--- src/hw/vd_out_pkg.sv ---
package vd_out_pkg;

    // ========================================================================
    // Pixel and OSD types
    // ========================================================================

    localparam int COLOR_W = 8;

    // Red in the top byte
    typedef struct packed {
        logic [COLOR_W-1:0] r;
        logic [COLOR_W-1:0] g;
        logic [COLOR_W-1:0] b;
    } rgb_t;

    typedef logic [1:0] osd_color_t;

    // OSD palette: black, blue, yellow, white
    localparam rgb_t OSD_PALETTE_0 = '{r: 8'h00, g: 8'h00, b: 8'h00};
    localparam rgb_t OSD_PALETTE_1 = '{r: 8'h00, g: 8'h00, b: 8'hff};
    localparam rgb_t OSD_PALETTE_2 = '{r: 8'hff, g: 8'hff, b: 8'h00};
    localparam rgb_t OSD_PALETTE_3 = '{r: 8'hff, g: 8'hff, b: 8'hff};

    // ========================================================================
    // Output bus and board widths
    // ========================================================================

    // HDMI transmitter takes 12 bits per colour
    localparam int HDMI_D_W   = 36;
    localparam int HDMI_PAD_W = 4;

    // System control word
    localparam int CTRL_W        = 16;
    localparam int FRAMELOCK_BIT = 14;

    // Push buttons, plus two tied-high bits in the status vector
    localparam int KEY_W = 4;
    localparam int BTN_W = 6;

    // Resync LED stretch, roughly 0.6 s at 27 MHz
    localparam int STRETCH_W_DEFAULT = 24;

endpackage

--- src/hw/osd_overlay.sv ---
`timescale 1ns/1ps

module osd_overlay (
    input  logic                   pclk_out,
    input  logic                   sys_reset_n,

    // Scaler stream
    input  vd_out_pkg::rgb_t       sc_pixel_i,
    input  logic                   sc_hsync_i,
    input  logic                   sc_vsync_i,
    input  logic                   sc_de_i,

    // OSD generator
    input  logic                   osd_enable_i,
    input  vd_out_pkg::osd_color_t osd_color_i,

    // Overlaid stream, one cycle later
    output vd_out_pkg::rgb_t       ov_pixel_o,
    output logic                   ov_hsync_o,
    output logic                   ov_vsync_o,
    output logic                   ov_de_o
);

    // ========================================================================
    // Palette lookup
    // ========================================================================

    vd_out_pkg::rgb_t osd_rgb;
    vd_out_pkg::rgb_t mux_rgb;

    always_comb begin
        case (osd_color_i)
            2'd0: begin
                osd_rgb = vd_out_pkg::OSD_PALETTE_0;
            end
            2'd1: begin
                osd_rgb = vd_out_pkg::OSD_PALETTE_1;
            end
            2'd2: begin
                osd_rgb = vd_out_pkg::OSD_PALETTE_2;
            end
            default: begin
                osd_rgb = vd_out_pkg::OSD_PALETTE_3;
            end
        endcase
    end

    // OSD wins over the scaler pixel
    always_comb begin
        if (osd_enable_i) begin
            mux_rgb = osd_rgb;
        end else begin
            mux_rgb = sc_pixel_i;
        end
    end

    // ========================================================================
    // Output register
    // ========================================================================

    // Syncs and DE ride along so they stay with their pixel
    always_ff @(posedge pclk_out or negedge sys_reset_n) begin
        if (!sys_reset_n) begin
            ov_pixel_o <= '0;
            ov_hsync_o <= 1'b0;
            ov_vsync_o <= 1'b0;
            ov_de_o    <= 1'b0;
        end else begin
            ov_pixel_o <= mux_rgb;
            ov_hsync_o <= sc_hsync_i;
            ov_vsync_o <= sc_vsync_i;
            ov_de_o    <= sc_de_i;
        end
    end

endmodule

--- src/hw/video_out_launch.sv ---
`timescale 1ns/1ps

module video_out_launch (
    input  logic                              pclk_out,
    input  logic                              sys_reset_n,

    // Overlaid stream
    input  vd_out_pkg::rgb_t                  ov_pixel_i,
    input  logic                              ov_hsync_i,
    input  logic                              ov_vsync_i,
    input  logic                              ov_de_i,

    // HDMI transmitter
    output logic [vd_out_pkg::HDMI_D_W-1:0]   hdmi_d_o,
    output logic                              hdmi_hs_o,
    output logic                              hdmi_vs_o,
    output logic                              hdmi_de_o,

    // VGA DAC
    output logic [vd_out_pkg::COLOR_W-1:0]    vga_r_o,
    output logic [vd_out_pkg::COLOR_W-1:0]    vga_g_o,
    output logic [vd_out_pkg::COLOR_W-1:0]    vga_b_o,
    output logic                              vga_hs_o,
    output logic                              vga_vs_o,
    output logic                              vga_blank_n_o,
    output logic                              vga_sync_n_o
);

    localparam logic [vd_out_pkg::HDMI_PAD_W-1:0] PAD = '0;

    logic [vd_out_pkg::HDMI_D_W-1:0] hdmi_word;

    // 8-bit colours sit in the top of each 12-bit lane
    assign hdmi_word = {ov_pixel_i.r, PAD, ov_pixel_i.g, PAD, ov_pixel_i.b, PAD};

    // ========================================================================
    // HDMI launch, rising edge
    // ========================================================================

    always_ff @(posedge pclk_out or negedge sys_reset_n) begin
        if (!sys_reset_n) begin
            hdmi_d_o  <= '0;
            hdmi_hs_o <= 1'b0;
            hdmi_vs_o <= 1'b0;
            hdmi_de_o <= 1'b0;
        end else begin
            hdmi_d_o  <= hdmi_word;
            hdmi_hs_o <= ov_hsync_i;
            hdmi_vs_o <= ov_vsync_i;
            hdmi_de_o <= ov_de_i;
        end
    end

    // ========================================================================
    // VGA launch, falling edge
    // ========================================================================

    // Half a cycle of margin towards the DAC
    always_ff @(negedge pclk_out or negedge sys_reset_n) begin
        if (!sys_reset_n) begin
            vga_r_o       <= '0;
            vga_g_o       <= '0;
            vga_b_o       <= '0;
            vga_hs_o      <= 1'b0;
            vga_vs_o      <= 1'b0;
            vga_blank_n_o <= 1'b0;
        end else begin
            vga_r_o       <= ov_pixel_i.r;
            vga_g_o       <= ov_pixel_i.g;
            vga_b_o       <= ov_pixel_i.b;
            vga_hs_o      <= ov_hsync_i;
            vga_vs_o      <= ov_vsync_i;
            vga_blank_n_o <= ov_de_i;
        end
    end

    // No sync-on-green
    assign vga_sync_n_o = 1'b0;

endmodule

--- src/hw/panel_status.sv ---
`timescale 1ns/1ps

// Two-flop synchronizer, idles high like the panel inputs
module vd_sync2 #(
    parameter type T = logic
) (
    input  logic pclk_out,
    input  logic sys_reset_n,
    input  T     d_i,
    output T     q_o
);

    T meta;

    always_ff @(posedge pclk_out or negedge sys_reset_n) begin
        if (!sys_reset_n) begin
            meta <= '1;
            q_o  <= '1;
        end else begin
            meta <= d_i;
            q_o  <= meta;
        end
    end

endmodule

module panel_status #(
    parameter int STRETCH_W = vd_out_pkg::STRETCH_W_DEFAULT
) (
    input  logic                           pclk_out,
    input  logic                           sys_reset_n,
    input  logic [vd_out_pkg::KEY_W-1:0]   key_i,
    input  logic                           ir_rx_i,
    input  logic                           resync_strobe_i,
    output logic [vd_out_pkg::BTN_W-1:0]   btn_o,
    output logic                           ir_rx_o,
    output logic                           resync_led_o
);

    // ========================================================================
    // Button and IR synchronizers
    // ========================================================================

    logic [vd_out_pkg::BTN_W-1:0] btn_raw;

    // Keys on top, spare bits tied high
    assign btn_raw = {key_i, {(vd_out_pkg::BTN_W - vd_out_pkg::KEY_W){1'b1}}};

    vd_sync2 #(
        .T (logic [vd_out_pkg::BTN_W-1:0])
    ) u_btn_sync (
        .pclk_out    (pclk_out),
        .sys_reset_n (sys_reset_n),
        .d_i         (btn_raw),
        .q_o         (btn_o)
    );

    vd_sync2 #(
        .T (logic)
    ) u_ir_sync (
        .pclk_out    (pclk_out),
        .sys_reset_n (sys_reset_n),
        .d_i         (ir_rx_i),
        .q_o         (ir_rx_o)
    );

    // ========================================================================
    // Resync LED stretcher
    // ========================================================================

    logic                 strobe_sync1;
    logic                 strobe_sync2;
    logic                 strobe_prev;
    logic [STRETCH_W-1:0] led_ctr;

    always_ff @(posedge pclk_out or negedge sys_reset_n) begin
        if (!sys_reset_n) begin
            strobe_sync1 <= 1'b0;
            strobe_sync2 <= 1'b0;
            strobe_prev  <= 1'b0;
            led_ctr      <= '0;
        end else begin
            strobe_sync1 <= resync_strobe_i;
            strobe_sync2 <= strobe_sync1;
            strobe_prev  <= strobe_sync2;
            // Rising edge only, a held level just lets it run out
            if (strobe_sync2 && !strobe_prev) begin
                led_ctr <= '1;
            end else if (led_ctr != '0) begin
                led_ctr <= led_ctr - 1'b1;
            end
        end
    end

    assign resync_led_o = (led_ctr != '0);

endmodule

--- src/hw/vd_out_top.sv ---
`timescale 1ns/1ps

module vd_out_top #(
    parameter int STRETCH_W = vd_out_pkg::STRETCH_W_DEFAULT
) (
    input  logic                              pclk_out,
    input  logic                              sys_reset_n,

    // Scaler stream and OSD
    input  vd_out_pkg::rgb_t                  sc_pixel_i,
    input  logic                              sc_hsync_i,
    input  logic                              sc_vsync_i,
    input  logic                              sc_de_i,
    input  logic                              osd_enable_i,
    input  vd_out_pkg::osd_color_t            osd_color_i,

    // System control and front panel
    input  logic [vd_out_pkg::CTRL_W-1:0]     sys_ctrl_i,
    input  logic [vd_out_pkg::KEY_W-1:0]      key_i,
    input  logic                              ir_rx_i,
    input  logic                              resync_strobe_i,

    // HDMI transmitter
    output logic [vd_out_pkg::HDMI_D_W-1:0]   hdmi_d_o,
    output logic                              hdmi_hs_o,
    output logic                              hdmi_vs_o,
    output logic                              hdmi_de_o,

    // VGA DAC
    output logic [vd_out_pkg::COLOR_W-1:0]    vga_r_o,
    output logic [vd_out_pkg::COLOR_W-1:0]    vga_g_o,
    output logic [vd_out_pkg::COLOR_W-1:0]    vga_b_o,
    output logic                              vga_hs_o,
    output logic                              vga_vs_o,
    output logic                              vga_blank_n_o,
    output logic                              vga_sync_n_o,

    // Panel status
    output logic [vd_out_pkg::BTN_W-1:0]      btn_o,
    output logic                              ir_rx_o,
    output logic                              resync_led_o,
    output logic                              framelock_led_o
);

    // ========================================================================
    // Video output path
    // ========================================================================

    vd_out_pkg::rgb_t ov_pixel;
    logic             ov_hsync;
    logic             ov_vsync;
    logic             ov_de;

    osd_overlay u_osd_overlay (
        .pclk_out     (pclk_out),
        .sys_reset_n  (sys_reset_n),
        .sc_pixel_i   (sc_pixel_i),
        .sc_hsync_i   (sc_hsync_i),
        .sc_vsync_i   (sc_vsync_i),
        .sc_de_i      (sc_de_i),
        .osd_enable_i (osd_enable_i),
        .osd_color_i  (osd_color_i),
        .ov_pixel_o   (ov_pixel),
        .ov_hsync_o   (ov_hsync),
        .ov_vsync_o   (ov_vsync),
        .ov_de_o      (ov_de)
    );

    video_out_launch u_video_out_launch (
        .pclk_out      (pclk_out),
        .sys_reset_n   (sys_reset_n),
        .ov_pixel_i    (ov_pixel),
        .ov_hsync_i    (ov_hsync),
        .ov_vsync_i    (ov_vsync),
        .ov_de_i       (ov_de),
        .hdmi_d_o      (hdmi_d_o),
        .hdmi_hs_o     (hdmi_hs_o),
        .hdmi_vs_o     (hdmi_vs_o),
        .hdmi_de_o     (hdmi_de_o),
        .vga_r_o       (vga_r_o),
        .vga_g_o       (vga_g_o),
        .vga_b_o       (vga_b_o),
        .vga_hs_o      (vga_hs_o),
        .vga_vs_o      (vga_vs_o),
        .vga_blank_n_o (vga_blank_n_o),
        .vga_sync_n_o  (vga_sync_n_o)
    );

    // ========================================================================
    // Front panel
    // ========================================================================

    panel_status #(
        .STRETCH_W (STRETCH_W)
    ) u_panel_status (
        .pclk_out        (pclk_out),
        .sys_reset_n     (sys_reset_n),
        .key_i           (key_i),
        .ir_rx_i         (ir_rx_i),
        .resync_strobe_i (resync_strobe_i),
        .btn_o           (btn_o),
        .ir_rx_o         (ir_rx_o),
        .resync_led_o    (resync_led_o)
    );

    // Framelock straight from the control word
    assign framelock_led_o = sys_ctrl_i[vd_out_pkg::FRAMELOCK_BIT];

endmodule

--- config.mk ---
export PLATFORM = sky130hd
export DESIGN_NAME = vd_out_top
export DESIGN_NICKNAME = d
export VERILOG_FILES = /design/src/hw/vd_out_pkg.sv /design/src/hw/osd_overlay.sv /design/src/hw/video_out_launch.sv /design/src/hw/panel_status.sv /design/src/hw/vd_out_top.sv
export SDC_FILE = /design/constraint.sdc
export NUM_CORES = 1
export LEC_CHECK = 0
export ABC_CLOCK_PERIOD_IN_PS = 4600
export BUFFER_PORTS_ARGS = -buffer_cell sky130_fd_sc_hd__buf_2
export CORE_ASPECT_RATIO = 1.5
export CORE_MARGIN = 8
export CORE_UTILIZATION = 54
export CTS_CLUSTER_SIZE = 25
export DETAILED_ROUTE_END_ITERATION = 12
export PLACE_DENSITY = 0.91
export SKIP_LAST_GASP = 1
export SYNTH_ARGS = -nofsm -noshare
export SYNTH_HDL_FRONTEND = slang
export SYNTH_SLANG_ARGS = --single-unit
--- constraint.sdc ---
create_clock -name pclk_out -period 4.6 [get_ports pclk_out]
set_input_delay 0.92 -clock pclk_out [delete_from_list [all_inputs] [get_ports pclk_out]]
set_output_delay 0.92 -clock pclk_out [all_outputs]
set_load 0.02 [all_outputs]
==> impl_results.md, run 1 <==
- Root Buffer: clkbuf_8
- CTS tree: yes
- Syn Std Cell Area: 4060 um2
- Total GRT Usage: 0.1785
- Routed WL: 8628 um
- Max Buffers Root-to-Sink: 2
- CP required: 3.68 ns
- Seq/Total Area, Yosys: 0.7304
- TNS Setup: 0 ns
- Critical Path Max Stage Delay: 0.40 ns
- Crit path max fanout: 1
- Maximum level of the CTS H-tree: 4
- Syn Area/Cell: 12.97 um2
- DR DRC count: 0
- Gpl congestion: 0.8424
- Routed wire per std cell: 16.13 um
- Vias: 2650
- Top cell type's share of synthesized area: 0.4992
- Setup CP Type: flop to primary output
- Area contributors post-synth: dfrtp_1 (50%), dfrtn_1 (17%), dfstp_2 (6.5%)
- Most frequent cells in the layout: buf_2 (96), dfrtp_1 (81), o21ai_0 (33)
- Crit end category: primary output
- Lkg Pwr: 2.413 nW
- Port bufs: 97
- Ports: 130
- Drt via density: 4.953
- Share of cells above drive strength 1: 0.3264
- CP cell instances: buf_2
- Final Skew: 0.07053 ns
- Synth unique cells: 38
- Slew HR: 0.5059
- Min-Delay Path Class: primary input to async pin
- Status: finished, final reports clean
- Clock transition at the registers of the reported paths: 0.05 ns
- Yosys warns: 0
- Global-route wire length before repair: 13860 um
- # resized after CTS: 0
- CTS Buf Count: 17
- Initial core utilization: 0.5581
- Crit path DAT: 3.30 ns
- Clock sink count: 118
- Setup WS post-layout: 0.3814 ns
- Number of global-route vias before repair: 2861
- CTS Hold Bufs: 0
- N_diodes: 0
- Cell area power density: 491.6 nW/um2
- CP startpoint kind: flop
- Chip width: 86.80 um
- Total setup buffers inserted after CTS: 0
- Nets: 478
- DP Wirelength: 6018 um
- Crit path max-delay family: flip-flops
- Area leader, netlist: dfrtp_1
- Core area: 7274 um2
- Clock Latency Late Sink: 0.51 ns
- Largest net degree at the start of global routing: 42
- Maximum vdd drop: 0.0003864 V
- Worst-Margin Slew: 0.7412 ns
- Slowest-stage cell, CP: dfrtn_1
- Die H: 122.2 um
- CP bufs+invs: 1
- Total grt overflow: 0
- Pre-CTS WS: 0.8258 ns
- Setup Viol. Count Final: 0
- DRT iter0 DRCs: 142
- Flops & latches, synth: 118
- Synth Instances: 313
- Final Hold Viols: 0
- Most common cell after layout, fill and taps aside: buf_2
- Die ar.: 10610 um2
- Final Max Tran Viols: 0
- Layout area overhead: 27.27%
- Initial antenna violation count: 0
- RSZ-0062 raised after global routing: false
- Max Cap Viol: 0
- Cell Rows: 38
- DRT Pass-1 Iters: 4
- Antenna-violating nets left: 0
-- cell families after synthesis --
group	synth area share
adder cells (fa/ha/maj)	0.006162
buffers and inverters	0.06133
AND/OR/NAND/NOR	0.1088
flip-flops	0.7304
XOR/XNOR	0.02373
other	0.001850
AO/OA/AOI/OAI	0.06780
-- registers in the layout, summed over array words and instances (netlist names), 4 cells and up --
register,count
u_video_out_launch.vga_g_o,8
u_panel_status.u_btn_sync.meta,4
u_panel_status.led_ctr,24
u_video_out_launch.vga_b_o,8
u_video_out_launch.hdmi_d_o,24
u_panel_status.u_btn_sync.q_o,4
u_osd_overlay.ov_pixel_o,24
u_video_out_launch.vga_r_o,8
-- report_power, final --
part	switching, W	leakage, nW	internal (W)	total, W
Combinational	0.000133	0.818	0.0000597	0.000193
Clock	0.000412	0.270	0.000783	0.00119
Sequential	0.0000376	1.32	0.00112	0.00115
Total	0.000582	2.41	0.00196	0.00254
-- layout make-up --
| cell class | instances | area [um2] |
|---|---|---|
| sequential | 118 | 2965 |
| fill | 509 | 2107 |
| multi-input combinational | 158 | 894.6 |
| clock buffer | 30 | 545.5 |
| timing repair buffer | 100 | 523.0 |
| tap | 100 | 125.1 |
| inverter | 27 | 101.3 |
| clock inverter | 2 | 12.51 |
-- through the flow --
stage               hold slack, ns  instances  power, W  cell area (um2)    util
global route                0.2211        535  0.002632             5167  0.7104
floorplan                   0.3312        326  0.001270             4109       -
detailed placement          0.3347        503  0.001359             4609  0.6336
global placement            0.3339        503  0.001347             4609  0.6336
finish                      0.2377        535  0.002540             5167  0.7104
CTS                         0.2213        535  0.002565             5167  0.7104
-- worst paths after layout --
| check | start | endpoint | slack (ns) | cells after the start |
|---|---|---|---|---|
| max in group asynchronous | sys_reset_n | u_video_out_launch.vga_g_o[5] | 1.42 | 2 |
| max | u_video_out_launch.vga_blank_n_o | vga_blank_n_o | 0.38 | 1 |
| max reg2reg | u_osd_overlay.ov_pixel_o[10] | u_video_out_launch.vga_g_o[2] | 1.66 | 0 |
| min | sys_reset_n | u_video_out_launch.hdmi_d_o[10] | 0.24 | 1 |
| min in group pclk_out | u_panel_status.strobe_sync1 | u_panel_status.strobe_sync2 | 0.35 | 0 |
| min reg2reg | u_panel_status.strobe_sync1 | u_panel_status.strobe_sync2 | 0.35 | 0 |
-- layer usage --
| metal | vias up | GRT usage | part of all wire |
|---|---|---|---|
| li1 | 1225 | - | - |
| met1 | 1296 | 0.1672 | 0.33 |
| met2 | 103 | 0.3169 | 0.57 |
| met3 | 26 | 0.06743 | 0.062 |
| met4 | 0 | 0.1126 | 0.036 |
| met5 | - | 0 | 0 |
-- cell usage after synthesis (all sizes together) --
| cell type | instances |
|---|---|
| and4 | 2 |
| and3 | 8 |
| nor2 | 10 |
| nor4 | 5 |
| dfstp | 10 |
| and2 | 2 |
| or2 | 1 |
| nor3b | 2 |
| o211ai | 2 |
| clkbuf | 6 |
| a31oi | 2 |
| inv | 27 |
| nor3 | 10 |
| or3 | 3 |
| or3b | 1 |
| buf | 17 |
| xnor2 | 6 |
| dfrtp | 81 |
| or4 | 1 |
| nand4 | 4 |
| nand2 | 19 |
| nand2b | 2 |
| a211oi | 3 |
| xor2 | 5 |
| conb | 2 |
| and4bb | 1 |
| nand3 | 4 |
| nor4b | 2 |
| o21ai | 33 |
| a21oi | 10 |
| nor2b | 1 |
| or4b | 1 |
| dfrtn | 27 |
| ha | 2 |
| a211o | 1 |
Note: power is estimated with default switching activity, not from simulation.
==> run 2, diff against run 1 <==
--- a/config.mk
+++ b/config.mk
@@ -7,13 +7,15 @@
 export LEC_CHECK = 0
 export ABC_CLOCK_PERIOD_IN_PS = 4600
 export BUFFER_PORTS_ARGS = -buffer_cell sky130_fd_sc_hd__buf_2
+export CELL_PAD_IN_SITES_DETAIL_PLACEMENT = 2
+export CELL_PAD_IN_SITES_GLOBAL_PLACEMENT = 2
 export CORE_ASPECT_RATIO = 1.5
 export CORE_MARGIN = 8
-export CORE_UTILIZATION = 54
-export CTS_CLUSTER_SIZE = 25
+export CORE_UTILIZATION = 37
 export DETAILED_ROUTE_END_ITERATION = 12
 export PLACE_DENSITY = 0.91
 export SKIP_LAST_GASP = 1
 export SYNTH_ARGS = -nofsm -noshare
 export SYNTH_HDL_FRONTEND = slang
+export SYNTH_HIERARCHICAL = 1
 export SYNTH_SLANG_ARGS = --single-unit
==> impl_results.md, run 2 <==
- CP bufs+invs: 1 (unchanged)
- Core area: 11410 um2 (+57%)
- Routed wire per std cell: 19.79 um (+23%)
- CTS Hold Bufs: 0 (unchanged)
- CP required: 3.68 ns (about the same)
- Final Max Tran Viols: 0 (unchanged)
- N_diodes: 0 (unchanged)
- Most frequent cells in the layout: buf_2 (98), dfrtp_1 (81), dfrtn_1 (27)
- Most common cell in the netlist: dfrtp_1
- CP cell instances: buf_2
- CP startpoint kind: flop
- Total grt overflow: 0 (unchanged)
- Antenna-violating nets left: 0 (unchanged)
- Most common cell after layout, fill and taps aside: buf_2
- Min-Delay Path Class: flop to flop
- Crit path max-delay family: flip-flops
- Nets: 446 (-6.7%)
- Slew HR: 0.3916 (-0.1143)
- Maximum level of the CTS H-tree: 4 (unchanged)
- Critical Path Max Stage Delay: 0.40 ns (about the same)
- FFs w/ async S/R, synth: 1.000 (unchanged)
- Worst hold-check slack: 0.3550 ns (+0.1173 ns)
- Crit end category: primary output
- EDFF count, synth: 0 (unchanged)
- DRT iter0 DRCs: 117 (-18%)
- Endpoint, Worst Hold: u_panel_status/u_btn_sync/q_o[4]
- Crit path DAT: 3.27 ns (-0.03 ns)
- Share of cells above drive strength 1: 0.4467 (+0.1202)
- Wire length on met3: 651 um (+23%)
- Final Hold Viols: 0 (unchanged)
- Flops & latches, synth: 122 (+3.4%)
- Area leader, netlist: dfrtp_1
- Syn Area/Cell: 15.30 um2 (+18%)
- Syn Std Cell Area: 4268 um2 (+5.1%)
- Port bufs: 99 (+2.1%)
- Post-synth top flop: dfrtp_1
- Worst reg-to-reg setup slack: 1.71 ns (+0.05 ns)
- Status: finished, final reports clean
- Reg2Reg Capture Point: u_video_out_launch/vga_r_o[3]
- Seq/Total Area, Yosys: 0.7194 (-0.01092)
- DR DRC count: 0 (unchanged)
- Clock transition at the registers of the reported paths: 0.05 ns (about the same)
- Top Registers: u_osd_overlay/ov_pixel_o (24), u_panel_status/led_ctr (24), u_video_out_launch/hdmi_d_o (24)
- Final Skew: 0.02534 ns (-0.04518 ns)
- Worst-Margin Slew: 0.9126 ns (+0.1715 ns)
- Largest net degree at the start of global routing: 36 (-14%)
- DP Wirelength: 7670 um (+27%)
- Fill cells: 1147 (+130%)
- Routed WL: 10940 um (+27%)
- Layout area overhead: 27.56%
- Max Buffers Root-to-Sink: 2 (unchanged)
- Setup CP Type: flop to primary output
- Synth Instances: 279 (-11%)
- # resized after CTS: 0 (unchanged)
- Cell area power density: 490.5 nW/um2 (-0.22%)
- Clock Latency Late Sink: 0.41 ns (-0.10 ns)
- R2r worst-path depth: 0 (unchanged)
- Slowest-stage cell, CP: dfrtn_1
- Gpl congestion: 0.7630 (-9.4%)
- Maximum vdd drop: 0.0002809 V (-27%)
- Die ar.: 15300 um2 (+44%)
- Total setup buffers inserted after CTS: 0 (unchanged)
- Clock sink count: 122 (+3.4%)
- Reg2reg start: u_osd_overlay/ov_pixel_o[19]
- Initial antenna violation count: 0 (unchanged)
- Cell Rows: 48 (+26%)
- Initial core utilization: 0.3740 (-0.1841)
- CTS Buf Count: 17 (unchanged)
- Drt via density: 4.781 (-3.5%)
- Number of global-route vias before repair: 3167 (+11%)
- Met2 WL post-DR: 6012 um (+22%)
- TNS Setup: 0 ns (unchanged)
- Crit path max fanout: 1 (unchanged)
- Yosys warns: 6 (+6)
- Die H: 147.5 um (+21%)
- Setup Viol. Count Final: 0 (unchanged)
- Root Buffer: clkbuf_16
- Synth top cells by count: dfrtp_1 (81), dfrtn_1 (27), mux2_4 (20)
- Top cell type's share of synthesized area: 0.4749 (-0.02430)
- M1 WL: 4065 um (+42%)
- Lkg Pwr: 2.403 nW (-0.41%)
- Hold Startpoint: u_panel_status/u_btn_sync/meta[4]
- Max Cap Viol: 0 (unchanged)
- Synth unique cells: 41 (+7.9%)
- Global-route wire length before repair: 18000 um (+30%)
- RSZ-0062 raised after global routing: false
- Total GRT Usage: 0.1523 (-0.02621)
- Hold Path Depth: 0
- DRT Pass-1 Iters: 4 (unchanged)
- Area contributors post-synth: dfrtp_1 (47%), dfrtn_1 (16%), dfstp_2 (8.6%)
- Vias: 2644 (-0.23%)
- CTS tree: yes
- Ports: 130 (unchanged)
- Chip width: 103.7 um (+19%)
- Uppermost layer routed: met4
## run 2: power by group
group / switching [W] / internal, W / leakage [nW]
Combinational: 0.000143 / 0.0000829 / 0.788
Sequential: 0.0000395 / 0.00115 / 1.34
Clock: 0.000499 / 0.000751 / 0.272
Total: 0.000682 / 0.00199 / 2.40
## run 2: worst max path at each step
stage | startpoint | endpoint | slack, ns | depth (start not counted)
detailed placement | u_video_out_launch/vga_r_o[0] | vga_r_o[0] | 0.81 | 1
finish | u_video_out_launch/vga_r_o[4] | vga_r_o[4] | 0.41 | 1
global placement | u_video_out_launch/vga_g_o[3] | vga_g_o[3] | 0.84 | 1
CTS | u_video_out_launch/vga_r_o[4] | vga_r_o[4] | 0.39 | 1
global route | u_video_out_launch/vga_r_o[4] | vga_r_o[4] | 0.38 | 1
floorplan | u_video_out_launch/vga_b_o[0] | vga_b_o[0] | 0.91 | 0
## run 2: cell families after synthesis
kind of cell / synth area share
flip-flops: 0.7194
adder cells (fa/ha/maj): 0.005862
multiplexers: 0.08326
buffers and inverters: 0.04720
XOR/XNOR: 0.02668
AND/OR/NAND/NOR: 0.08444
other: 0.001760
AO/OA/AOI/OAI: 0.03137
## run 2: stage by stage
stage          power (W)    util  std cells  instance area (um2)  setup WS [ns]
2_1_floorplan   0.001337       -        292                 4317         0.9073
3_3_place_gp    0.001422  0.4272        521                 4875         0.8419
3_5_place_dp    0.001439  0.4272        521                 4875         0.8107
4_1_cts         0.002712  0.4771        553                 5444         0.3893
5_1_grt         0.002778  0.4771        553                 5444         0.3804
6_report        0.002670  0.4771        553                 5444         0.4118
## run 2: area by class of cell
type / instances / area (um2) / share of cell area
inverters: 3 / 11.26 / 0.002068
flip-flops and latches: 122 / 3070 / 0.5640
repair buffers: 104 / 560.5 / 0.1030
clock buffers: 17 / 425.4 / 0.07814
well taps: 150 / 187.7 / 0.03447
multi-input cells: 142 / 1045 / 0.1919
clock inverters: 15 / 143.9 / 0.02643
## run 2: metal layers
metal  GRT usage  vias to the layer above
li1            -                     1145
met4     0.06473                        0
met2      0.2704                       94
met3     0.05447                       16
met1      0.1586                     1389
met5           0                        -
